### src/dcache_pkg.sv
// Data cache package: shared address, data and request types for the two-way cache
`default_nettype none

package dcache_pkg;

    // byte address and word-granular line address
    typedef logic [63:0] addr_t;
    typedef logic [60:0] line_addr_t;

    typedef logic [63:0] word_t;
    typedef logic [7:0]  strb_t;
    typedef logic [0:0]  way_t;

    localparam int NUM_WAYS = 2;
    localparam int OFFSET_W = 3;

    // request from the core
    typedef struct packed {
        addr_t addr;
        word_t wdata;
        strb_t wstrb;
        logic  write;
    } cpu_req_t;

    // request to memory, always word aligned
    typedef struct packed {
        addr_t addr;
        word_t wdata;
        logic  write;
    } mem_req_t;

    typedef enum logic [2:0] {
        IDLE,
        LOOKUP,
        COMPARE,
        WRITEBACK,
        REFILL_REQ,
        REFILL_WAIT
    } ctrl_state_e;

endpackage

`default_nettype wire
### src/dcache_data_ram.sv
// Data RAM: one word per set with byte-lane writes and a registered read
`timescale 1ns/1ps
`default_nettype none

module dcache_data_ram
    import dcache_pkg::*;
#(
    parameter int NUM_SETS = 64
) (
    input  logic                        clk,
    input  logic [$clog2(NUM_SETS)-1:0] index_i,
    input  strb_t                       wstrb_i,
    input  word_t                       wdata_i,
    output word_t                       rdata_o
);

    word_t mem [NUM_SETS];

    // each enabled lane is written on its own
    always_ff @(posedge clk) begin
        for (int b = 0; b < 8; b++) begin
            if (wstrb_i[b]) begin
                mem[index_i][b*8 +: 8] <= wdata_i[b*8 +: 8];
            end
        end
    end

    // read returns the old word on a same-cycle write
    always_ff @(posedge clk) begin
        rdata_o <= mem[index_i];
    end

endmodule

`default_nettype wire

### config.mk
export PLATFORM = sky130hd
export DESIGN_NAME = dcache_data_ram
export DESIGN_NICKNAME = d
export VERILOG_FILES = /design/src/dcache_pkg.sv /design/src/dcache_data_ram.sv
export SDC_FILE = /design/constraint.sdc
export NUM_CORES = 2
export LEC_CHECK = 0
export BUFFER_PORTS_ARGS = -buffer_cell sky130_fd_sc_hd__buf_2
export CORE_ASPECT_RATIO = 1.2
export CORE_UTILIZATION = 45
export CTS_CLUSTER_DIAMETER = 50
export CTS_CLUSTER_SIZE = 16
export DETAILED_ROUTE_END_ITERATION = 16
export PLACE_DENSITY = 0.64
export SLEW_MARGIN = 20
export SYNTH_ARGS = -nofsm -noshare
export SYNTH_HDL_FRONTEND = slang
export SYNTH_SLANG_ARGS = --single-unit
### constraint.sdc
create_clock -name clk -period 2.8 [get_ports clk]
set_input_delay 0.28 -clock clk [delete_from_list [all_inputs] [get_ports clk]]
set_output_delay 0.28 -clock clk [all_outputs]
set_load 0.005 [all_outputs]
== After elaboration in Yosys (flattened, before gate mapping) ==
Memory sizes are Yosys's and may differ from the RTL's. A register that Yosys moved wholly into a read port is not among the register bits.
Cells that the tools add are included.
Word-level totals
  input port bits: 79
  bits in writable memories: 4096
  memories kept: 1
  bits in registers: 0
  output and inout bits: 64
  logic and storage cells: 17
Cells by class
  muxes and demuxes: 16
Memories
  mem: depth 64, width 64, read ports 1, clocked after Yosys merged registers in 1, wr ports 1, RTL line dcache_data_ram.sv:17  | word_t mem [NUM_SETS];
Operator list (count)
  1-bit two-way mux: 16

== Longest topological paths before layout ==
  depth in word-level cells: 2
  mapped depth: 11
  depth with buffers taken out: 6

== Worst setup path after synthesis ==
No wires, ideal clock.
  kind: input-to-reg
  start: in index_i[2]
  end: mem mem[39][0] (netlist name), enable pin
  slack: 0.308 ns
  stages on the path: 9
  library setup time: 0.370 ns
  path buffers: 7
  data required time: 2.430 ns
  arrival time: 2.122 ns
  cell sequence: buf_4 > buf_4 > buf_4 > buf_2 > buf_2 > buf_2 > nand2_1 > clkbuf_1 > nor2_1
RTL lines
  from (decl): RTL line dcache_data_ram.sv:11  | input logic [$clog2(NUM_SETS)-1:0] index_i,
  to (decl): RTL line dcache_data_ram.sv:17
No word-level cell before the write port.

==> metrics.md <==
| Metric | Value |
|---|---|
| Nets | just over 10000 |
| Mapped Nets | around 9300 |
| Gr usage total | 0.267 |
| Max FO, Critical Path | 1 |
| Hold Slack | 0.0400 ns |
| CP Class | register to register |
| GP Congestion | about 0.9 |
| Footprint of the multi-input gates | ~30000 um2 |
| Critical path startpoint category | register |
| Vias | 95600 |
| DRT Wirelength | 479 mm |
| Dpl hpwl | 310 mm |
| Achievable Freq | ~430 MHz |
| Die H | 651 um |
| Rows | around 240 |
| Initial antenna violation count | between 60 and 70 |
| Design Area, Final | roughly 180000 um2 |
| Max incr delay on CP | ~0.55 ns |
| Final period util | 0.830 |
| Final setup violating endpoints | 0 |
| Max Cap Viol | 0 |
| Post-synth top area cell | edfxtp_1 |
| Data required, critical path | approximately 3.6 ns |
| Cells along the critical path | mux2_2 -> a221oi_1 -> o22ai_1 -> a221oi_1 -> nand4_1 -> buf_12 |
| RSZ-0062 raised after global routing | no |
| Synth async-reset ratio | 0 |
| Share of the synthesized area in the top cell type | 0.780 |
| Mapped Cells | approximately 9200 |
| Netlist Area Pre-Place | approximately 160000 um2 |
| HP Class | input port to register |
| Sequential share of the synthesized area | 0.788 |
| Largest net degree at the start of global routing | 84 |
| Vias per inst | between 6 and 7 |
| Final Hold Viols | 0 |
| Final non-filler cell total | between 15000 and 20000 |
| Commonest non-fill, non-tap cell in the layout | edfxtp_1 |
| Share of cells above drive strength 1 | 0.206 |
| First-pass GRT wire length | just under 700 mm |
| Resized Gates After CTS | 0 |
| Layout area overhead | 16.2% |
| Commonest non-fill, non-tap cells in the layout | edfxtp_1 (4096), buf_4 (1031), a221oi_1 (911), nor2_1 (743), a22oi_1 (568) |
| Rel. slew slack | 0.200 |
| DP Cell Count | between 10000 and 15000 |
| CTS buffer count | ~340 |
| Period minus WS final | about 2.3 ns |
| CTS Buffer Depth | 4 |
| Mean Syn Cell Area | ~17 um2 |
| Leakage | roughly 0.059 uW |
| Core area | ~350000 um2 |
| PortBufs | 142 |
| Fill count | roughly 27000 |
| DIE AREA | between 300000 and 400000 um2 |
| Number of global-route vias before repair | roughly 94000 |
| H-tree depth | 5 |
| Routed Antenna Nets | 0 |
| Status | finished clean |
| Clk Latency, worst-skew pair | approximately 0.94 ns |
| CP max stage cell | a221oi_1 |
| TritonRoute pass-1 iters | 7 |
| Remaining DRCs | 0 |
| Clk sinks | around 4200 |
| Drt wl/cell | 31.8 um |
| Root buffer cell | clkbuf_16 |
| Seq cells post-synth | ~4200 |
| CP most frequent cell | a221oi_1 |
| Worst Tran Pin Value | approximately 1.2 ns |
| Register area | 124000 um2 |
| Initial detailed-routing violation count | between 10000 and 15000 |
| Grt ovf | 0 |
| Pwr dens | 678 nW/um2 |
| Clock transition at path regs | approximately 0.070 ns |
| Post-CTS Setup Inserts | 0 |
| Worst setup EP type | register |
| DP Area | roughly 170000 um2 |
| Peak supply drop | approximately 0.5 mV |
| Main synth FF type | edfxtp_1 |
| Fin. max-slew vios | 0 |
| I/O Pins | ~140 |
| Starting density of the core | 0.453 |
| Post-synth EDFFs | roughly 4000 |
| Synth warnings | 0 |
| Clk_skew | 0.0735 ns |
| Chip Width | around 540 um |
| CP arrival | around 3.2 ns |
| TritonCTS clock tree | yes |
| Synth area leaders | edfxtp_1 (78%), a221oi_1 (5.1%), a22oi_1 (2.7%) |
| Unique masters post-synth | 55 |
==> report_power, final <==
group	switching [uW]	total [uW]	internal, uW
Combinational	5470	7980	2510
Sequential	453	69300	68900
Clock	22100	47000	24900
Total	28100	124000	96300
==> final timing paths <==
path / startpoint / end / slack (ns) / cells after the start
worst max register to register: mem[62][8] / rdata_o[8] / 0.48 / 6
worst min register to register: mem[2][20] / rdata_o[20] / 0.64 / 4
worst min-delay path: wdata_i[52] / mem[39][52] / 0.04 / 2
worst max-delay path: mem[62][8] / rdata_o[8] / 0.48 / 6
==> worst max-delay path: cells and delay by family (launching register included) <==
kind	cells	cell delay, ns
flops	1	0.36
compound gates	3	1.17
buf+inv	1	0.20
simple gates	1	0.26
mux	1	0.28
==> layout make-up <==
| cell class | instances | share of cell area |
|---|---|---|
| diodes | 22 | 0.000300 |
| clock buffers | 442 | 0.0500 |
| clock inverters | 131 | 0.00769 |
| inverters | 5 | 0.000212 |
| multi-input cells | 4281 | 0.167 |
| flip-flops and latches | 4160 | 0.678 |
| well taps | 4660 | 0.0318 |
| repair buffers | 1372 | 0.0655 |
==> metrics by stage <==
stage	util	setup slack, ns	power (uW)	setup TNS (ns)
detailed placement	0.495	-0.329	78500	-2.40
global placement	0.495	-0.473	78400	-3.83
global route	0.527	0.401	127000	0
floorplan	-	0.308	73800	0
CTS	0.526	0.443	125000	0
finish	0.527	0.476	124000	0
==> cell usage after synthesis (27+ instances only) <==
| cell | n |
|---|---|
| o21ai_0 | 167 |
| dfxtp_1 | 64 |
| and4_1 | 27 |
| edfxtp_1 | 4096 |
| a221oi_1 | 911 |
| a21oi_1 | 292 |
| a22o_1 | 31 |
| nand4_1 | 60 |
| a211oi_1 | 56 |
| nand2_1 | 229 |
| buf_1 | 91 |
| nor3_1 | 75 |
| o22a_1 | 66 |
| clkbuf_1 | 385 |
| mux2_2 | 226 |
| mux2i_1 | 276 |
| buf_2 | 225 |
| a22oi_1 | 568 |
| nor2_1 | 755 |
| o22ai_1 | 362 |
| mux4_2 | 59 |
==> sequential cells by signal, summed over array words and instances, names as in the netlist <==
register  flops
rdata_o      64
mem        4096
==> cell families after synthesis <==
family,after synthesis,synth area share
buf+inv,737,0.0202
compound gates,2498,0.117
simple gates,1222,0.0327
mux,561,0.0421
flops,4160,0.788
==> per-layer routing <==
metal  global-route usage  wire length (um)  up-vias
met5                    0               370        -
met4                0.119             24000       62
met3               0.0562             50700     1060
met2                0.433            228000     5511
met1                0.346            176000    49100
li1                     -                 -    39900
==> timing repair <==
item                                     CTS  global route
endpoints found under the setup margin     0             0
endpoints found under the hold margin   1346             0
hold buffers                              46             0
No activity file was read; power rests on OpenSTA's default activity.
