[src/dcache_pkg.sv]
// Data cache package: shared address, data and request types for the two-way cache
`default_nettype none

package dcache_pkg;

    // byte address and word-granular line address
    typedef logic [63:0] addr_t;
    typedef logic [60:0] line_addr_t;

    typedef logic [63:0] word_t;
    typedef logic [7:0]  strb_t;
    typedef logic [0:0]  way_t;

    localparam int NUM_WAYS = 2;
    localparam int OFFSET_W = 3;

    // request from the core
    typedef struct packed {
        addr_t addr;
        word_t wdata;
        strb_t wstrb;
        logic  write;
    } cpu_req_t;

    // request to memory, always word aligned
    typedef struct packed {
        addr_t addr;
        word_t wdata;
        logic  write;
    } mem_req_t;

    typedef enum logic [2:0] {
        IDLE,
        LOOKUP,
        COMPARE,
        WRITEBACK,
        REFILL_REQ,
        REFILL_WAIT
    } ctrl_state_e;

endpackage

`default_nettype wire
[src/dcache_tag_ram.sv]
// Tag RAM: one valid bit and one line address per set, synchronous read
`timescale 1ns/1ps
`default_nettype none

module dcache_tag_ram
    import dcache_pkg::*;
#(
    parameter int NUM_SETS = 64
) (
    input  logic                        clk,
    input  logic                        rst_n_i,
    input  logic [$clog2(NUM_SETS)-1:0] index_i,
    input  logic                        we_i,
    input  line_addr_t                  line_i,
    output logic                        valid_o,
    output line_addr_t                  line_o
);

    logic [NUM_SETS-1:0] valid_q;
    line_addr_t          lines [NUM_SETS];

    // valid bits and registered valid output
    always_ff @(posedge clk) begin
        if (!rst_n_i) begin
            valid_q <= '0;
            valid_o <= 1'b0;
        end else begin
            valid_o <= valid_q[index_i];
            if (we_i) begin
                valid_q[index_i] <= 1'b1;
            end
        end
    end

    // line address storage, read before write
    always_ff @(posedge clk) begin
        line_o <= lines[index_i];
        if (we_i) begin
            lines[index_i] <= line_i;
        end
    end

endmodule

`default_nettype wire

[config.mk]
export PLATFORM = sky130hd
export DESIGN_NAME = dcache_tag_ram
export DESIGN_NICKNAME = d
export VERILOG_FILES = /design/src/dcache_pkg.sv /design/src/dcache_tag_ram.sv
export SDC_FILE = /design/constraint.sdc
export NUM_CORES = 2
export LEC_CHECK = 0
export BUFFER_PORTS_ARGS = -buffer_cell sky130_fd_sc_hd__buf_4
export CORE_ASPECT_RATIO = 0.7
export CORE_MARGIN = 3
export CORE_UTILIZATION = 30
export DETAILED_ROUTE_END_ITERATION = 8
export SLEW_MARGIN = 20
export SYNTH_ARGS = -nofsm -noshare
export SYNTH_HDL_FRONTEND = slang
export SYNTH_SLANG_ARGS = --single-unit
[constraint.sdc]
create_clock -name clk -period 11.1 [get_ports clk]
set_input_delay 2.22 -clock clk [delete_from_list [all_inputs] [get_ports clk]]
set_output_delay 2.22 -clock clk [all_outputs]
set_load 0.02 [all_outputs]
Word level (Yosys, flattened, before mapping)

Memories as Yosys holds them, arrays and structs flattened. A register that Yosys moved wholly into a read port is not among the register bits.
Index checks and enable logic that the tools add are counted.

Output and inout port bits: 62
RAM bits: 3904
Register bits: 65
Logic and storage cells: 13
Memories: 1
Input port bits: 70

Reduce and logical (&&, ||, !) cells: 1
Mux-type cells: 6
Bitwise gates (word level): 1
Magnitude comparators: 2

Memory list:

| name  | depth | width | read ports | clocked after memory_dff | write ports | RTL line             | RTL |
|---|---|---|---|---|---|---|---|
| lines | 64    | 61    | 1          | 1                        | 1           | dcache_tag_ram.sv:20 | `line_addr_t lines [NUM_SETS];` |

Operator list:

| operator           | count |
|---|---|
| $or 64x64->64      | 1 |
| $lt 6x7->1 const B | 1 |
| $bmux 1 s6         | 1 |
| $demux 1 s6        | 1 |
| $ge 6x1->1 const B | 1 |
| $mux 1             | 4 |
| $logic_and 1x1->1  | 1 |

Depth between registers and ports, before layout

Word-level depth: 5
Gate-level depth with buffers: 13
Gate-level depth less buffers: 6

Worst setup path before layout

OpenSTA, ideal clock, no wires.

Kind: input port to flip-flop
Start: in index_i[1]
End: mem lines[0][0] (netlist name) (enable)
Path buffers: 6
Setup slack: 4405 ps
Library setup time: 482 ps
Stages: 9
Arrival time: 6213 ps
Path through: buf_6 -> buf_8 -> buf_6 -> nor2_2 -> buf_2 -> buf_2 -> buf_2 -> nand2_1 -> nor2_1

RTL lines:

| what               | RTL line             | RTL |
|---|---|---|
| start: declaration | dcache_tag_ram.sv:12 | `input logic [$clog2(NUM_SETS)-1:0] index_i,` |
| end: declaration   | dcache_tag_ram.sv:20 |  |

Straight into the memory's write port.

Worst setup path after layout

Start: in index_i[2]
End: mem lines[51][57] (netlist name) (enable)

Straight into the memory's write port.

==> results.ini <==
[status]
status = complete, no violations

[timing]
worst_pin_slew_ns = 1.338
relSlewSlack = 0.1082
tns_ns = 0
setup_violations = 0
finalWorstSetupSlack_ns = 4.929
hold_violations = 0
finClkSkew_ns = 0.07747
fin_crit_sh = 0.5559
rsz0062_at_grt = no
period_minus_slack_ns = 6.171
slew_violations = 0
timing.fmax_ghz = 0.1620

[critical_path]
cp_cell_sequence = buf_8 > inv_8 > buf_12 > nand2_1 > nor2_4 > buf_4
ff2ff_path_depth = 6
worst_setup_path_end_kind = flip-flop
r2r_slack_ns = 8.27
timing.rr.start = lines[17][35]
cpMaxStageDelayCell = nor2_4
critPathKind = primary input to flip-flop
critPathLaunchType = primary input
cp_max_fo = 70
arrival_ns = 6.70
rr_endpoint = line_o[35]
cp.required_ns = 11.63
cpPeakStageDelay_ns = 1.10

[power_and_ir_drop]
p_per_area_nw_per_um2 = 177.8
finalPower_mw = 30.92
ir_drop_mv = 0.1239
p_leak_nw = 54.01

[cts]
cts_tree = built
cts_root_buf = clkbuf_16
hold_buffers = 0
post_cts_buffers = 0
clock_path_buffers = 4
clk_latency_ns = 0.96
htree_levels = 5
path_clk_slew_ns = 0.06
clock-sinks = 4030
ctsResizeCount = 0
cts-buffers-inserted = 344

[global_route]
grtUsageTotal = 0.2083
grt_pass1_vias = 84480
grt_max_degree = 130
antenna_found_initial = 71
grt_pass1_wl_mm = 750.4
overflow = 0

[min_path]
hold-path-endpoint = valid_q[39]
whs_path_depth = 1
hp-class = flip-flop to flip-flop
hp-start = valid_q[39]

[yosys]
synth-async-reset-ratio = 0
synth.yosys.seq_area_share = 0.7821
syn_inst = 8135
synth_nets = 8205
synth_flop_cell = edfxtp_1
ys_ff_latch = 4030
synth.distinct_cells = 65
synth_area_um2 = 153100
avgSynthCellArea_um2 = 18.82
synth_edf_count = 3904
yosys_warnings = 0

[finish]
final_common_cell = edfxtp_1
nets = 8391
drive_above_1_share = 0.1882
fin_util = 0.3436
syn_to_final_growth_pct = 13.53
final_cell_mix = 3,904 x edfxtp_1, 491 x mux2i_1, 431 x a221oi_1

[floorplan]
die_h_um = 603.7
start_util = 0.3026
io_pins = 132
num_rows = 218
die_x_um = 859.9
die-area_um2 = 519100
core-area_um2 = 506000

[route]
dr.first_iter.drc_count = 17770
dr.pass1.iters = 6
drt_drc_violations_left = 0
drt-total-wl_mm = 562.8
dr_total_vias = 91070
wire_per_inst_um = 36.71
via_per_inst = 5.940
ant_nets = 0

[placement]
dp_hpwl_mm = 304.9
dpl_worst_slack_ns = 4.212
gp_congestion = 0.8480
numPortBuffers = 131

[flow_run]
cap_violations = 0

-- layer usage --
layer / up-vias / wire length, µm / GRT usage / share of wire
li1: 34180 / - / - / -
met1: 47890 / 216500 / 0.2986 / 0.38
met2: 7879 / 235600 / 0.2950 / 0.42
met3: 1091 / 89580 / 0.07173 / 0.16
met4: 30 / 20900 / 0.06761 / 0.037
met5: - / 199 / 0.001201 / 0.00035
-- Yosys cell counts, drive strengths merged, types with 4 or more instances --
| cell | instances | area, µm² |
|---|---|---|
| edfxtp | 3904 | 117200 |
| a221oi | 431 | 3775 |
| mux2i | 491 | 4915 |
| mux2 | 390 | 4395 |
| buf | 421 | 2400 |
| a221o | 59 | 590.6 |
| o21a | 69 | 518.0 |
| o22ai | 226 | 1414 |
| and3 | 17 | 106.4 |
| mux4 | 231 | 5202 |
| or4 | 15 | 112.6 |
| nand4 | 34 | 212.7 |
| a2bb2oi | 11 | 96.34 |
| a211oi | 22 | 165.2 |
| nand2 | 176 | 660.6 |
| a32oi | 7 | 61.31 |
| and3b | 4 | 35.03 |
| o21ai | 182 | 910.9 |
| nor2 | 266 | 1001 |
| a21oi | 269 | 1346 |
| a31oi | 23 | 143.9 |
| o2bb2ai | 20 | 175.2 |
| o22a | 27 | 236.5 |
| clkbuf | 140 | 525.5 |
| nand3b | 10 | 75.07 |
| nor3 | 7 | 35.03 |
| and2 | 5 | 31.28 |
| or3 | 5 | 31.28 |
| o2111ai | 5 | 43.79 |
| a222oi | 33 | 330.3 |
| or2 | 4 | 25.02 |
| nand2b | 5 | 31.28 |
| a2111oi | 4 | 35.03 |
| a22o | 54 | 473.0 |
| a211o | 18 | 157.7 |
| a22oi | 298 | 2237 |
| a32o | 4 | 40.04 |
| o211ai | 6 | 45.04 |
| nor3b | 4 | 30.03 |
| o221ai | 27 | 236.5 |
| nor2b | 7 | 43.79 |
| nand3 | 54 | 270.3 |
| dfxtp | 126 | 2522 |
-- critical path, delay by kind of cell --
| family | cells | cell delay, ns |
|---|---|---|
| buffers and inverters | 4 | 2.30 |
| and+or+nand+nor | 2 | 1.77 |
-- cell families after synthesis --
kind of cell | Yosys count | synth area share
DFF | 4030 | 0.7821
AOI/OAI and AO/OA | 1805 | 0.08565
muxes | 1112 | 0.09478
and+or+nand+nor | 624 | 0.01825
buffers and inverters | 564 | 0.01918
-- flip-flops by register name, summed over array words and instances (netlist names) --
name     cells
lines     3904
valid_q     64
line_o      61
valid_o      1
-- power breakdown --
part	internal [mW]	switching, mW	total, mW
Clock	6.62	5.58	12.2
Sequential	16.8	0.107	16.9
Combinational	0.506	1.30	1.80
-- final cells by class --
| type | count | area [µm²] |
|---|---|---|
| timing repair buffer | 401 | 3480 |
| inverter | 3 | 33.78 |
| multi-input combinational | 3541 | 31100 |
| tap | 6710 | 8396 |
| fill | 46770 | 332100 |
| sequential | 4030 | 119800 |
| antenna | 24 | 60.06 |
| clock buffer | 453 | 9483 |
| clock inverter | 170 | 1524 |
-- worst max-delay path by stage --
stage / start / endpoint / slack (ns) / cells after the start
2_1_floorplan: index_i[1] / lines[0][0] / 4.40 / 9
3_3_place_gp: index_i[2] / line_o[5] / 3.64 / 10
3_5_place_dp: index_i[1] / lines[22][44] / 4.21 / 7
4_1_cts: index_i[1] / lines[22][43] / 5.19 / 7
5_1_grt: index_i[0] / line_o[25] / 5.03 / 8
6_report: index_i[2] / lines[51][57] / 4.93 / 6
-- stage by stage --
| stage | std cells | hold slack (ns) | area [µm²] |
|---|---|---|---|
| 5_1_grt | 15310 | 0.4816 | 173800 |
| 4_1_cts | 15310 | 0.4694 | 173800 |
| 6_report | 15330 | 0.4676 | 173800 |
| 3_5_place_dp | 14690 | 0.4534 | 162800 |
| 3_3_place_gp | 14680 | 0.4405 | 162600 |
| 2_1_floorplan | 8135 | 0.4354 | 153100 |
Note: power is estimated with default switching activity, not from simulation.
