==> src/dcache_pkg.sv <==
// Data cache package: shared address, data and request types for the two-way cache
`default_nettype none

package dcache_pkg;

    // byte address and word-granular line address
    typedef logic [63:0] addr_t;
    typedef logic [60:0] line_addr_t;

    typedef logic [63:0] word_t;
    typedef logic [7:0]  strb_t;
    typedef logic [0:0]  way_t;

    localparam int NUM_WAYS = 2;
    localparam int OFFSET_W = 3;

    // request from the core
    typedef struct packed {
        addr_t addr;
        word_t wdata;
        strb_t wstrb;
        logic  write;
    } cpu_req_t;

    // request to memory, always word aligned
    typedef struct packed {
        addr_t addr;
        word_t wdata;
        logic  write;
    } mem_req_t;

    typedef enum logic [2:0] {
        IDLE,
        LOOKUP,
        COMPARE,
        WRITEBACK,
        REFILL_REQ,
        REFILL_WAIT
    } ctrl_state_e;

endpackage

`default_nettype wire
==> src/dcache_way_select.sv <==
// Way selection: tag compare, per-set LRU and dirty state, victim choice
`timescale 1ns/1ps
`default_nettype none

module dcache_way_select
    import dcache_pkg::*;
#(
    parameter int NUM_SETS = 64
) (
    input  logic                          clk,
    input  logic                          rst_n_i,
    input  logic [$clog2(NUM_SETS)-1:0]   index_i,
    input  line_addr_t                    req_line_i,
    input  logic [NUM_WAYS-1:0]           tag_valid_i,
    input  line_addr_t [NUM_WAYS-1:0]     tag_line_i,
    input  logic                          touch_i,
    input  way_t                          touch_way_i,
    input  logic                          write_hit_i,
    input  logic                          fill_i,
    input  way_t                          fill_way_i,
    output logic                          hit_o,
    output way_t                          hit_way_o,
    output way_t                          victim_way_o,
    output logic                          victim_dirty_o,
    output line_addr_t                    victim_line_o
);

    // lru_q names the least recently used way of each set
    logic [NUM_SETS-1:0]                lru_q;
    logic [NUM_WAYS-1:0][NUM_SETS-1:0]  dirty_q;
    logic [NUM_WAYS-1:0]                match;
    way_t                               victim;

    always_comb begin
        for (int w = 0; w < NUM_WAYS; w++) begin
            match[w] = tag_valid_i[w] && (tag_line_i[w] == req_line_i);
        end
    end

    assign hit_o     = |match;
    assign hit_way_o = way_t'(match[1]);

    // empty way first, way 0 before way 1
    always_comb begin
        if (!tag_valid_i[0]) begin
            victim = way_t'(0);
        end else if (!tag_valid_i[1]) begin
            victim = way_t'(1);
        end else begin
            victim = way_t'(lru_q[index_i]);
        end
    end

    assign victim_way_o   = victim;
    assign victim_dirty_o = dirty_q[victim][index_i];
    assign victim_line_o  = tag_line_i[victim];

    always_ff @(posedge clk) begin
        if (!rst_n_i) begin
            lru_q   <= '0;
            dirty_q <= '0;
        end else begin
            if (touch_i) begin
                lru_q[index_i] <= ~touch_way_i;
            end else if (fill_i) begin
                lru_q[index_i] <= ~fill_way_i;
            end
            if (write_hit_i) begin
                dirty_q[touch_way_i][index_i] <= 1'b1;
            end
            // a fresh line from memory is clean
            if (fill_i) begin
                dirty_q[fill_way_i][index_i] <= 1'b0;
            end
        end
    end

endmodule

`default_nettype wire

==> config.mk <==
export PLATFORM = sky130hd
export DESIGN_NAME = dcache_way_select
export DESIGN_NICKNAME = d
export VERILOG_FILES = /design/src/dcache_pkg.sv /design/src/dcache_way_select.sv
export SDC_FILE = /design/constraint.sdc
export NUM_CORES = 1
export LEC_CHECK = 0
export BUFFER_PORTS_ARGS = -buffer_cell sky130_fd_sc_hd__buf_2
export CAP_MARGIN = 0
export CORE_MARGIN = 5
export CORE_UTILIZATION = 25
export DETAILED_ROUTE_END_ITERATION = 12
export REMOVE_ABC_BUFFERS = 1
export SLEW_MARGIN = 20
export SYNTH_ARGS = -nofsm -noshare
export SYNTH_HDL_FRONTEND = slang
export SYNTH_SLANG_ARGS = --single-unit
==> constraint.sdc <==
create_clock -name clk -period 4.4 [get_ports clk]
set_input_delay 0.44 -clock clk [delete_from_list [all_inputs] [get_ports clk]]
set_output_delay 0.44 -clock clk [all_outputs]
set_load 0.01 [all_outputs]
* Yosys cells after proc, flatten, opt, wreduce, memory -nomap -nowiden
Index checks and enable logic that the tools add are counted.
** Operators by class
- Order comparisons :: 7
- Eq/ne operators :: 2
- Mux-type cells :: 23
- Bitwise operators :: 5
- Reductions and logical operators :: 7
** Operator list (count)
- $mux W128 :: 3
- $mux W64 :: 6
- $and A128 B128 Y128 :: 1
- $bwmux W64 :: 2
- $demux W64 S1 :: 2
- $not A128 Y128 :: 1
- $or A128 B128 Y128 :: 1
- $eq A61 B61 Y1 :: 2
- $mux W61 :: 2
- $bmux W1 S6 :: 2
- $lt A6 B7 Y1 const B :: 1
- $demux W1 S6 :: 1
- $ge A6 B1 Y1 const B :: 1
- $lt A1 B2 Y1 const B :: 3
- $logic_and A1 B1 Y1 :: 5
- $mux W1 :: 5
- $ge A1 B1 Y1 const B :: 2
- $not A1 Y1 :: 2
- $reduce_bool A2 Y1 :: 1
- $reduce_or A2 Y1 :: 1
** Storage, ports and cells
- Register bits :: 192
- Bits of input ports :: 198
- Output and inout port bits :: 65
- Logic and storage cells :: 47

* Logic depth before layout (Yosys ltp)
- Word-level depth :: 11
- Gate-level depth with buffers :: 16
- Mapped depth without buffers :: 10

* Worst setup path before layout
No wires, ideal clock.
- Path type :: input-to-output
- Start :: in index_i[1]
- End :: out victim_dirty_o
- Arrival time :: 3.003 ns
- Required time :: 3.960 ns
- Path slack :: 0.957 ns
- Cell stages on the path :: 13
- Path buffers :: 3
- Cell sequence :: buf_6 > mux2_1 > a221oi_1 > o22a_2 > o2111ai_4 > o21ai_4 > buf_6 > buf_6 > mux2i_1 > o22ai_1 > a221oi_1 > nand2_1 > a211o_1
** On the way
- Longest elaborated chain between the ends :: 8
** Ends and longest elaborated chain
- start: declaration :: line dcache_way_select.sv:12 : input logic [$clog2(NUM_SETS)-1:0] index_i,
- $bmux W1 S6 :: line dcache_way_select.sv:50 : victim = way_t'(lru_q[index_i]);
- $mux W1 (implied by the code) :: line dcache_way_select.sv:50
- $mux W1 :: line dcache_way_select.sv:47 : end else if (!tag_valid_i[1]) begin
- $mux W1 :: line dcache_way_select.sv:45 : if (!tag_valid_i[0]) begin
- $mux W64 (implied by the code) (2 in a row) :: line dcache_way_select.sv:55 : assign victim_dirty_o = dirty_q[victim][index_i];
- $bmux W1 S6 (*) :: line dcache_way_select.sv:55
- $mux W1 (implied by the code) (*) :: line dcache_way_select.sv:55
- end: declaration :: line dcache_way_select.sv:24 : output logic victim_dirty_o,
Every way passes the cells marked *; elsewhere a longest branch is shown, timed or not. The select of a mux whose other input is x is not followed.

* Worst setup path in the final report
- Start :: reg lru_q[39]
- End :: out victim_dirty_o
** On the way
- Longest elaborated chain between the ends :: 8
** Ends and longest elaborated chain
- start: declaration :: line dcache_way_select.sv:29 : logic [NUM_SETS-1:0] lru_q;
- start signal: indexed assignment :: line dcache_way_select.sv:64 : lru_q[index_i] <= ~touch_way_i;
- start signal: indexed assignment :: line dcache_way_select.sv:66 : lru_q[index_i] <= ~fill_way_i;
- $bmux W1 S6 :: line dcache_way_select.sv:50
- $mux W1 (implied by the code) :: line dcache_way_select.sv:50
- $mux W1 :: line dcache_way_select.sv:47
- $mux W1 :: line dcache_way_select.sv:45
- $mux W64 (implied by the code) (2 in a row) :: line dcache_way_select.sv:55
- $bmux W1 S6 :: line dcache_way_select.sv:55
- $mux W1 (implied by the code) :: line dcache_way_select.sv:55
No other way between the ends. The select of a mux whose other input is x is not followed.

==> impl_metrics.tcl <==
set metrics [dict create \
    period_minus_slack_ns 4.19 \
    grt_overflow 0 \
    dieArea_um2 51600 \
    nFillCells 5117 \
    post-synth-top-count-cell "nand2_1" \
    gp_congestion 0.979 \
    vias 13200 \
    clock_latency_ns 0.43 \
    leakage_nw 5.61 \
    numCtsBuffers 17 \
    synth-seq-cells 192 \
    ys_warn_count 0 \
    dieWidth_um 227 \
    grt_pass1_wl_um 80800 \
    hold_class "reg -> reg" \
    avgSynthCellArea_um2 7.13 \
    fp.dieH_um 227 \
    ioPinCount 263 \
    cts_tree "done" \
    clk_pin_slew_ns 0.08 \
    relSlewSlack 0.227 \
    setup_slack_ns 0.208 \
    final_hold_viol_count 0 \
    dp_slack_ns 0.158 \
    start_util 0.253 \
    hpwl_um 41100 \
    maxCapViolations 0 \
    vias_per_cell 5.33 \
    clkSinkCount 192 \
    slew_violations 0 \
    drive_gt1_frac 0.213 \
    finalPower_w 0.00427 \
    finalSetupViolCount 0 \
    synth_area_um2 11800 \
    fmax_mhz 239 \
    rrSetupSlack_ns 3.72 \
    finalCritPeriodShare 0.953 \
    synth-async-reset-ratio 0 \
    antenna_found_initial 6 \
    dp.cells 2444 \
    slowest_stage "mux4_2" \
    drc 0 \
    required_ns 3.96 \
    rsz0062_at_grt "false" \
    ys_types 66 \
    rows 79 \
    drtIter0Drc 1313 \
    numPortBuffers 262 \
    synthTopCellsByCount "281 x nand2_1, 266 x nor2_1, 214 x o21ai_0, 192 x dfxtp_1, 187 x a21oi_1" \
    cp_max_fo 14 \
    start_kind "register" \
    antenna_left 0 \
    worst_pin_slew_ns 1.15 \
    firstDrtPassIters 6 \
    status "complete, no violations" \
    final_cells 2480 \
    root_buffer "clkbuf_16" \
    synth_edf_count 0 \
    fin_setup_tns_ns 0 \
    crit_chain "mux4_2, mux2i_2, o22a_1, o211ai_4, o21ai_4, buf_6, buf_4, mux2_2, o2bb2ai_1, o21ai_0, a31oi_1, a211o_1, buf_2" \
    skew_ns 0 \
    wirelength_um 56000 \
    synth_ff_type "dfxtp_1" \
    clockBufferDepth 2 \
    hold_ws_ns 0.469 \
    timing.critical_path.buf_inv 3 \
    synthToLayoutAreaGrowth_pct 22.0 \
    powerDensity_nw_per_um2 297 \
    synth_top_area_share 0.326 \
    gr-usage-all-layers 0.205 \
    nNetsFinal 2054 \
    grt_pass1_vias 12700 \
    grt_max_degree 100 \
    crit_arrival_ns 3.75 \
    core_area_um2 46600 \
    slowest_delay_ns 0.48 \
    ys_seq_area_frac 0.326 \
    end_kind "primary output" \
    yosys-top-cells-area "dfxtp_1 33%, o21ai_0 9.1%, nand2_1 8.9%" \
    path_class "reg -> out" \
    crit_family "compound AO/OA/AOI/OAI gates" \
    synthCells 1653 \
    wl_per_cell_um 22.6 \
    peakVddDrop_mv 0.268 \
    hold_buffers 0 \
    synth_top_area_cell "dfxtp_1" \
    htree_levels 4 \
]
where the power goes:
| part | internal [W] | total [W] | switching [W] | leakage [nW] |
|---|---|---|---|---|
| logic | 0.000293 | 0.000874 | 0.000581 | 3.76 |
| registers | 0.00175 | 0.00175 | 0.00000829 | 1.55 |
| clock network | 0.000869 | 0.00164 | 0.000770 | 0.297 |
routing by layer:
layer,track usage,vias to the layer above,part of all wire
met1,0.242,6225,0.38
met4,0.105,4,0.056
li1,-,6114,-
met3,0.0324,128,0.086
met5,0,-,0.00039
met2,0.359,750,0.48
through the flow:
| stage | util | area [µm²] |
|---|---|---|
| CTS | 0.308 | 14400 |
| floorplan | - | 11300 |
| global placement | 0.295 | 13700 |
| finish | 0.309 | 14400 |
| global route | 0.309 | 14400 |
| detailed placement | 0.295 | 13700 |
kinds of logic after synthesis:
logic type / after synthesis / share of synthesized area
compound gates: 490 / 0.231
xor+xnor: 97 / 0.0721
buf+inv: 147 / 0.0543
flops: 192 / 0.326
mux: 86 / 0.0920
simple gates: 641 / 0.225
cell type report:
class / count / area [µm²] / area share
multi-input cells: 1314 / 7360 / 0.512
flip-flops and latches: 192 / 3840 / 0.267
repair buffers: 303 / 1680 / 0.117
well taps: 607 / 759 / 0.0528
clock buffers: 17 / 425 / 0.0296
clock inverters: 15 / 196 / 0.0137
inverters: 28 / 105 / 0.00731
diodes: 4 / 10.0 / 0.000696
path summary, 6_finish.rpt:
kind	cells past startpoint	to	startpoint
hold reg to reg	2	lru_q[50]	lru_q[50]
setup reg to reg	2	dirty_q[124]	dirty_q[124]
hold / removal	2	lru_q[50]	lru_q[50]
setup / recovery	13	victim_dirty_o	lru_q[39]
registers in the layout, indices dropped and copies added (netlist names):
name / cells
dirty_q: 128
lru_q: 64
cell usage in the layout (no fill, tap or decap), types with 15 or more instances in the layout:
master and count:
a21oi_1 186, dfxtp_1 192, o21ai_0 214, nand4_1 18, a22oi_1 16, a31oi_1 16, xor2_1 33, buf_4 36
inv_1 27, clkbuf_16 17, mux4_2 15, mux2_2 20, nand3_1 15, xnor2_1 64, mux2i_1 44, nand2_1 280
o22ai_1 17, buf_2 260, nor2_1 263
timing repair:
action	4_1_cts	5_1_grt
endpoints found under the setup margin	0	1
endpoints found under the hold margin	0	0
gates resized for setup	0	5
buffers inserted	0	0
worst min-delay path: stages (launching register included):
cell     delay [ns]
dfxtp_1        0.33
a21oi_1        0.04
nor2_1         0.07
No activity file was read; power rests on OpenSTA's default activity.
