===== config.mk =====
export PLATFORM = sky130hd
export DESIGN_NAME = dcache_ctrl
export DESIGN_NICKNAME = d
export VERILOG_FILES = /design/src/dcache_pkg.sv /design/src/dcache_ctrl.sv
export SDC_FILE = /design/constraint.sdc
export NUM_CORES = 1
export LEC_CHECK = 0
export BUFFER_PORTS_ARGS = -buffer_cell sky130_fd_sc_hd__buf_4
export CAP_MARGIN = 20
export CORE_AREA = 4 4 317 319
export CTS_BUF_LIST = sky130_fd_sc_hd__clkbuf_8
export CTS_CLUSTER_SIZE = 20
export DETAILED_ROUTE_END_ITERATION = 10
export DIE_AREA = 0 0 321 323
export SLEW_MARGIN = 20
export SYNTH_ARGS = -nofsm -noshare
export SYNTH_HDL_FRONTEND = slang
export SYNTH_SLANG_ARGS = --single-unit

===== constraint.sdc =====
create_clock -name clk -period 12.8 [get_ports clk]
set_clock_uncertainty 0.15 [all_clocks]
set_input_delay 1.92 -clock clk [delete_from_list [all_inputs] [get_ports clk]]
set_output_delay 1.92 -clock clk [all_outputs]
set_load 0.05 [all_outputs]

===== src/dcache_pkg.sv =====
// Data cache package: shared address, data and request types for the two-way cache
`default_nettype none

package dcache_pkg;

    // byte address and word-granular line address
    typedef logic [63:0] addr_t;
    typedef logic [60:0] line_addr_t;

    typedef logic [63:0] word_t;
    typedef logic [7:0]  strb_t;
    typedef logic [0:0]  way_t;

    localparam int NUM_WAYS = 2;
    localparam int OFFSET_W = 3;

    // request from the core
    typedef struct packed {
        addr_t addr;
        word_t wdata;
        strb_t wstrb;
        logic  write;
    } cpu_req_t;

    // request to memory, always word aligned
    typedef struct packed {
        addr_t addr;
        word_t wdata;
        logic  write;
    } mem_req_t;

    typedef enum logic [2:0] {
        IDLE,
        LOOKUP,
        COMPARE,
        WRITEBACK,
        REFILL_REQ,
        REFILL_WAIT
    } ctrl_state_e;

endpackage

`default_nettype wire

===== src/dcache_ctrl.sv =====
// Cache controller: request FSM for lookup, hit, write-back and refill
`timescale 1ns/1ps
`default_nettype none

module dcache_ctrl
    import dcache_pkg::*;
#(
    parameter int NUM_SETS = 64
) (
    input  logic                          clk,
    input  logic                          rst_n_i,
    input  cpu_req_t                      req_i,
    input  logic                          req_valid_i,
    output logic                          req_ready_o,
    output logic                          resp_valid_o,
    output word_t                         resp_rdata_o,
    output mem_req_t                      mem_req_o,
    output logic                          mem_req_valid_o,
    input  logic                          mem_req_ready_i,
    input  logic                          mem_resp_valid_i,
    input  word_t                         mem_rdata_i,
    output logic [$clog2(NUM_SETS)-1:0]   index_o,
    output line_addr_t                    req_line_o,
    input  word_t [NUM_WAYS-1:0]          rdata_i,
    input  logic                          hit_i,
    input  way_t                          hit_way_i,
    input  way_t                          victim_way_i,
    input  logic                          victim_dirty_i,
    input  line_addr_t                    victim_line_i,
    output strb_t [NUM_WAYS-1:0]          data_wstrb_o,
    output word_t [NUM_WAYS-1:0]          data_wdata_o,
    output logic [NUM_WAYS-1:0]           tag_we_o,
    output logic                          touch_o,
    output way_t                          touch_way_o,
    output logic                          write_hit_o,
    output logic                          fill_o,
    output way_t                          fill_way_o
);

    localparam int IDX_W = $clog2(NUM_SETS);

    ctrl_state_e state_q;
    ctrl_state_e state_d;
    cpu_req_t    req_q;
    mem_req_t    mem_req_q;
    mem_req_t    refill_req;
    way_t        victim_way_q;
    word_t       wdata_sel;

    assign req_line_o = req_q.addr[63:OFFSET_W];
    assign index_o    = req_q.addr[OFFSET_W +: IDX_W];

    assign refill_req = '{addr: {req_line_o, {OFFSET_W{1'b0}}}, wdata: '0, write: 1'b0};

    // refill data while waiting on memory, core data otherwise
    assign wdata_sel    = (state_q == REFILL_WAIT) ? mem_rdata_i : req_q.wdata;
    assign data_wdata_o = {NUM_WAYS{wdata_sel}};
    assign resp_rdata_o = rdata_i[hit_way_i];
    assign mem_req_o    = mem_req_q;

    always_comb begin
        state_d         = state_q;
        req_ready_o     = 1'b0;
        resp_valid_o    = 1'b0;
        mem_req_valid_o = 1'b0;
        data_wstrb_o    = '0;
        tag_we_o        = '0;
        touch_o         = 1'b0;
        touch_way_o     = hit_way_i;
        write_hit_o     = 1'b0;
        fill_o          = 1'b0;
        fill_way_o      = victim_way_q;
        case (state_q)
            IDLE: begin
                req_ready_o = 1'b1;
                if (req_valid_i) begin
                    state_d = LOOKUP;
                end
            end
            LOOKUP: begin
                state_d = COMPARE;
            end
            COMPARE: begin
                if (hit_i) begin
                    resp_valid_o = 1'b1;
                    touch_o      = 1'b1;
                    if (req_q.write) begin
                        data_wstrb_o[hit_way_i] = req_q.wstrb;
                        write_hit_o             = 1'b1;
                    end
                    state_d = IDLE;
                end else if (victim_dirty_i) begin
                    state_d = WRITEBACK;
                end else begin
                    state_d = REFILL_REQ;
                end
            end
            WRITEBACK: begin
                mem_req_valid_o = 1'b1;
                if (mem_req_ready_i) begin
                    state_d = REFILL_REQ;
                end
            end
            REFILL_REQ: begin
                mem_req_valid_o = 1'b1;
                if (mem_req_ready_i) begin
                    state_d = REFILL_WAIT;
                end
            end
            REFILL_WAIT: begin
                if (mem_resp_valid_i) begin
                    data_wstrb_o[victim_way_q] = '1;
                    tag_we_o[victim_way_q]     = 1'b1;
                    fill_o                     = 1'b1;
                    // replay so a write miss merges on the hit path
                    state_d = LOOKUP;
                end
            end
            default: begin
                state_d = IDLE;
            end
        endcase
    end

    always_ff @(posedge clk) begin
        if (!rst_n_i) begin
            state_q <= IDLE;
        end else begin
            state_q <= state_d;
        end
    end

    // request, victim and memory payload registers
    always_ff @(posedge clk) begin
        if (req_ready_o && req_valid_i) begin
            req_q <= req_i;
        end
        if (state_q == COMPARE && !hit_i) begin
            victim_way_q <= victim_way_i;
            if (victim_dirty_i) begin
                mem_req_q.addr  <= {victim_line_i, {OFFSET_W{1'b0}}};
                mem_req_q.wdata <= rdata_i[victim_way_i];
                mem_req_q.write <= 1'b1;
            end else begin
                mem_req_q <= refill_req;
            end
        end else if (state_q == WRITEBACK && mem_req_ready_i) begin
            mem_req_q <= refill_req;
        end
    end

endmodule

`default_nettype wire


# Word-level counts from Yosys, hierarchy flattened
# Cells that the tools add are included.
# word_totals
inputBits	399
wordCells	70
output_inout_bits	414
ff_bits	270
# op_classes
n_lt_le_gt_ge	5
eq_ne	9
n_mux	36
n_reduce_logical	10
n_bitwise	1
# ops
operator	n
$mux W129	3
$mux W64	5
$mux W16	3
$pmux W16 S2	1
$mux W3	6
$pmux W3 S6	1
$and A16 B16 Y16	1
$demux W8 S1	2
$mux W8	2
$mux W1	10
$ne A2 B2 Y1 const B	4
$eq A3 B2 Y1 const B	2
$eq A3 B3 Y1 const B	2
$lt A1 B2 Y1 const B	3
$logic_and A1 B1 Y1	5
$mux W2	2
$reduce_and A4 Y1	1
$eq A3 B1 Y1 const B	1
$logic_not A3 Y1	1
$ge A1 B1 Y1 const B	2
$reduce_bool A2 Y1	1
$reduce_or A2 Y1	1
$demux W1 S1	1
$logic_not A1 Y1	1

# Longest topological paths before layout
# logic_depth
ltp_word	8
ltp_mapped	6
depth_no_buf	4

# Worst setup path before layout
# No wires, ideal clock.
# synth_timing
path_kind	input port to flip-flop
startpoint	input port hit_i
endpoint	register mem_req_q, in the netlist mem_req_o[0] (enable)
path_slack_ps	682
n_path_buf	0
setup_ps	792
t_required_ps	11858
t_arrival_ps	11176
stages	3
cell_sequence	nor2_1 a21oi_1 nor3b_1
# synth_via
elab_chain_len	3
# synth_lines
element	line	rtl
start: declaration	dcache_ctrl.sv:25	input logic hit_i,
$logic_not A1 Y1	dcache_ctrl.sv:138	if (state_q == COMPARE && !hit_i) begin
$logic_and A1 B1 Y1	dcache_ctrl.sv:138	
$reduce_bool A2 Y1 (no source line)	n/a	
end signal: assignment	dcache_ctrl.sv:145	mem_req_q <= refill_req;
end signal: assignment	dcache_ctrl.sv:148	mem_req_q <= refill_req;
end: declaration	dcache_ctrl.sv:45	mem_req_t mem_req_q;
# No other way between the ends.
# A chain may end at the register's enable or synchronous reset.

# Worst setup path in the final report
# layout_timing
startpoint	input port hit_way_i
endpoint	output port resp_rdata_o[5]
# layout_via
elab_chain_len	2
# layout_lines
element	line	rtl
start: declaration	dcache_ctrl.sv:26	input way_t hit_way_i,
$mux W64 (implied by the code) (2 in series)	dcache_ctrl.sv:58	assign resp_rdata_o = rdata_i[hit_way_i];
end: declaration	dcache_ctrl.sv:16	output word_t resp_rdata_o,
# No other way between the ends. The select of a mux whose other input is x is not followed.

==> summary.md <==
| Metric | Value |
|---|---|
| Result of the run | `finished, final reports clean` |
| Number of buffers created by CTS | `50` |
| Worst voltage drop across the vdd grid | `between 0.07 and 0.08 mV` |
| Die area | `103700 um2` |
| Number of gates resized after cts | `0` |
| Worst slew margin | `37.23%` |
| Number of global-route vias before repair | `10424` |
| Count of vias placed by the detailed router | `10162` |
| Most frequent cells in the layout | `sky130_fd_sc_hd__buf_4 (819), sky130_fd_sc_hd__edfxtp_1 (261), sky130_fd_sc_hd__nand2_1 (203)` |
| Routed len/inst | `between 20 and 25 um` |
| Share of the clock period used by the worst path after layout | `a little under half` |
| Count of warnings emitted by yosys | `0` |
| Starting DRT DRC Count | `approximately 470` |
| Cell row count | `115` |
| Leakage power of the design | `about 8.8 nW` |
| Maximum fanout count along the critical path | `40` |
| Critical path class | `input port to primary output` |
| Total area of multi-input combinational cells | `roughly 3400 um2` |
| Slew @ Worst Pin | `941.5 ps` |
| Data required time at the worst endpoint | `10730 ps` |
| Count of buffers inserted at the top-level ports | `806` |
| DRC errors left | `0` |
| Mapped Avg Cell Area | `about 13 um2` |
| Fmax | `between 0.15 and 0.2 GHz` |
| Number of buffers inserted to repair setup after CTS | `0` |
| Number of distinct library cells after synthesis | `33` |
| Share of the yosys chip area belonging to registers | `roughly 63%` |
| CTS tree | `built` |
| Number of levels the H-tree was split into | `2` |
| Flops & latches, synth | `264` |
| Post-Synthesis Cell Area | `12590 um2` |
| Count of hold buffers inserted by post-cts repair | `0` |
| Sequential Area | `between 7000 and 8000 um2` |
| Worst Setup Slack post-DPL | `between 7000 and 8000 ps` |
| IO Count | `813` |
| Maximum capacitance violations | `0` |
| Minimum clock period after layout | `between 5000 and 6000 ps` |
| Number of nets in the finished design | `2044` |
| Weighted congestion at the end of routability-driven global placement | `roughly 0.82` |
| Initial cell density of the core | `12.87%` |
| Fill cell total of the finished layout | `10750` |
| First-pass GRT wire length | `approximately 80 mm` |
| Synthesized instance count | `953` |
| Total setup violations reported at the end of the flow | `0` |
| Buffer type at the clock tree root | `sky130_fd_sc_hd__clkbuf_8` |
| Area Overhead vs Synth | `58.48%` |
| Sink Count | `264` |
| Clk pin slew, worst setup/hold paths | `roughly 60 ps` |
| Type of destination of the critical path | `primary output` |
| First-pass DRT Iterations | `4` |
| Aggregate routed wire length | `62.35 mm` |
| Clock buffer depth | `3` |
| Core ar. | `97840 um2` |
| Pwr per Cell Area | `120.2 nW/um2` |
| Arrival time reported for the critical path endpoint | `3690 ps` |
| Endpoints failing hold | `0` |
| DRT antenna net count | `0` |
| DR vias/cell | `3.420` |
| Final worst-path setup slack | `7036 ps` |
| Initial antenna violation count | `10` |
| Accumulated negative setup slack | `0 ps` |
| Fraction of final layout cells with drive strength greater than 1 | `56.58%` |
| Final slew viol count | `0` |
| Clock latency on the worst-skew pair | `approximately 660 ps` |
| GRT Residual Overflow | `0` |
| Unrepaired setup endpoints after global routing | `no` |
| Detailed Place HPWL | `51.78 mm` |
| Width of the die | `321 um` |
| Commonest non-fill, non-tap cell in the layout | `sky130_fd_sc_hd__buf_4` |
| Path type of the worst min-delay path | `flop to flop` |
| Total global-route track usage | `11.23%` |
| Worst Setup Start Kind | `input port` |
| Maximum number of pins on one net before global-route repair | `66` |
| Chip Height | `323 um` |
[cells in the mapped netlist]
| cell type | count | area [um2] |
|---|---|---|
| sky130_fd_sc_hd__nor4bb_1 | 1 | 10.01 |
| sky130_fd_sc_hd__a21o_1 | 8 | 60.06 |
| sky130_fd_sc_hd__conb_1 | 1 | 3.750 |
| sky130_fd_sc_hd__mux2_2 | 66 | 743.2 |
| sky130_fd_sc_hd__nor3b_1 | 2 | 15.01 |
| sky130_fd_sc_hd__inv_4 | 1 | 6.260 |
| sky130_fd_sc_hd__o21ai_0 | 9 | 45.04 |
| sky130_fd_sc_hd__nand2_2 | 1 | 6.260 |
| sky130_fd_sc_hd__edfxtp_1 | 261 | 7838 |
| sky130_fd_sc_hd__and2_1 | 1 | 6.260 |
| sky130_fd_sc_hd__buf_2 | 27 | 135.1 |
| sky130_fd_sc_hd__buf_8 | 6 | 90.09 |
| sky130_fd_sc_hd__buf_4 | 136 | 1021 |
| sky130_fd_sc_hd__nand4_1 | 1 | 6.260 |
| sky130_fd_sc_hd__nand3_1 | 2 | 10.01 |
| sky130_fd_sc_hd__nand3b_1 | 3 | 22.52 |
| sky130_fd_sc_hd__nand2b_1 | 1 | 6.260 |
| sky130_fd_sc_hd__nor3_1 | 3 | 15.01 |
| sky130_fd_sc_hd__a21boi_0 | 1 | 7.510 |
| sky130_fd_sc_hd__nor4b_4 | 2 | 47.55 |
| sky130_fd_sc_hd__nor3_2 | 1 | 10.01 |
| sky130_fd_sc_hd__buf_1 | 7 | 26.28 |
| sky130_fd_sc_hd__dfxtp_1 | 3 | 60.06 |
| sky130_fd_sc_hd__and3b_1 | 1 | 8.760 |
| sky130_fd_sc_hd__nand2_1 | 203 | 762.0 |
| sky130_fd_sc_hd__inv_1 | 4 | 15.01 |
| sky130_fd_sc_hd__o22ai_1 | 1 | 6.260 |
| sky130_fd_sc_hd__o41a_1 | 1 | 11.26 |
| sky130_fd_sc_hd__mux2_1 | 59 | 664.4 |
| sky130_fd_sc_hd__a21oi_1 | 3 | 15.01 |
| sky130_fd_sc_hd__clkbuf_1 | 5 | 18.77 |
| sky130_fd_sc_hd__mux2i_1 | 64 | 640.6 |
| sky130_fd_sc_hd__nor2_1 | 68 | 255.2 |
[layout make-up]
class | count | area share (%)
Clock inverter | 36 | 0.8655
Timing Repair Buffer | 819 | 30.82
Antenna cell | 5 | 0.06272
Tap cell | 1287 | 8.071
Clock buffer | 50 | 3.449
Inverter | 5 | 0.1066
Sequential cell | 264 | 39.59
Multi-Input combinational cell | 505 | 17.04
[logic make-up after synthesis]
| logic type | count (synthesis) | share of synthesized area (%) |
|---|---|---|
| buf+inv | 186 | 10.43 |
| flops | 264 | 62.74 |
| simple gates | 290 | 9.383 |
| other cells | 1 | 0.02979 |
| compound gates | 23 | 1.153 |
| mux | 189 | 16.27 |
[flip-flops by register name, summed over array words and instances, names as in the netlist]
signal and flops:
index_o 6, req_q 73, req_line_o 55, mem_req_o 126, state_q 3, fill_way_o 1
[routing by layer]
layer  track usage, %  part of all wire (%)
met1            13.48                    40
met2            18.87                    48
met3            3.798                   9.1
met4            3.788                   2.7
met5                0                 0.093
[through the flow]
step	utilization, %	instance area (um2)	std cells	power [mW]	hold slack [ps]
2_1_floorplan	-	12600	955	1.440	380.3
3_3_place_gp	19.50	19080	2880	1.667	387.9
3_5_place_dp	19.50	19080	2880	1.672	399.4
4_1_cts	20.38	19940	2966	2.458	414.2
5_1_grt	20.38	19940	2967	2.510	420.7
6_report	20.39	19950	2971	2.398	407.4
[power by group]
| group | total [mW] | internal (mW) | switching [mW] |
|---|---|---|---|
| combinational | 0.621 | 0.208 | 0.412 |
| clock | 0.751 | 0.365 | 0.386 |
| sequential | 1.03 | 1.01 | 0.0214 |
[final timing paths]
check                               startpoint         endpoint  slack, ps  cells after the start
worst max-delay path                 hit_way_i  resp_rdata_o[5]       7040                      4
worst min-delay path            req_line_o[27]    mem_req_o[95]        410                      1
worst max register to register      state_q[0]    mem_req_o[86]       9370                      5
worst min register to register  req_line_o[27]    mem_req_o[95]        410                      1
[worst max-delay path, stage by stage]
cell and delay, ps:
sky130_fd_sc_hd__buf_4 460, sky130_fd_sc_hd__buf_4 580, sky130_fd_sc_hd__mux2_2 450, sky130_fd_sc_hd__buf_4 200
No activity file was read; power rests on OpenSTA's default activity.
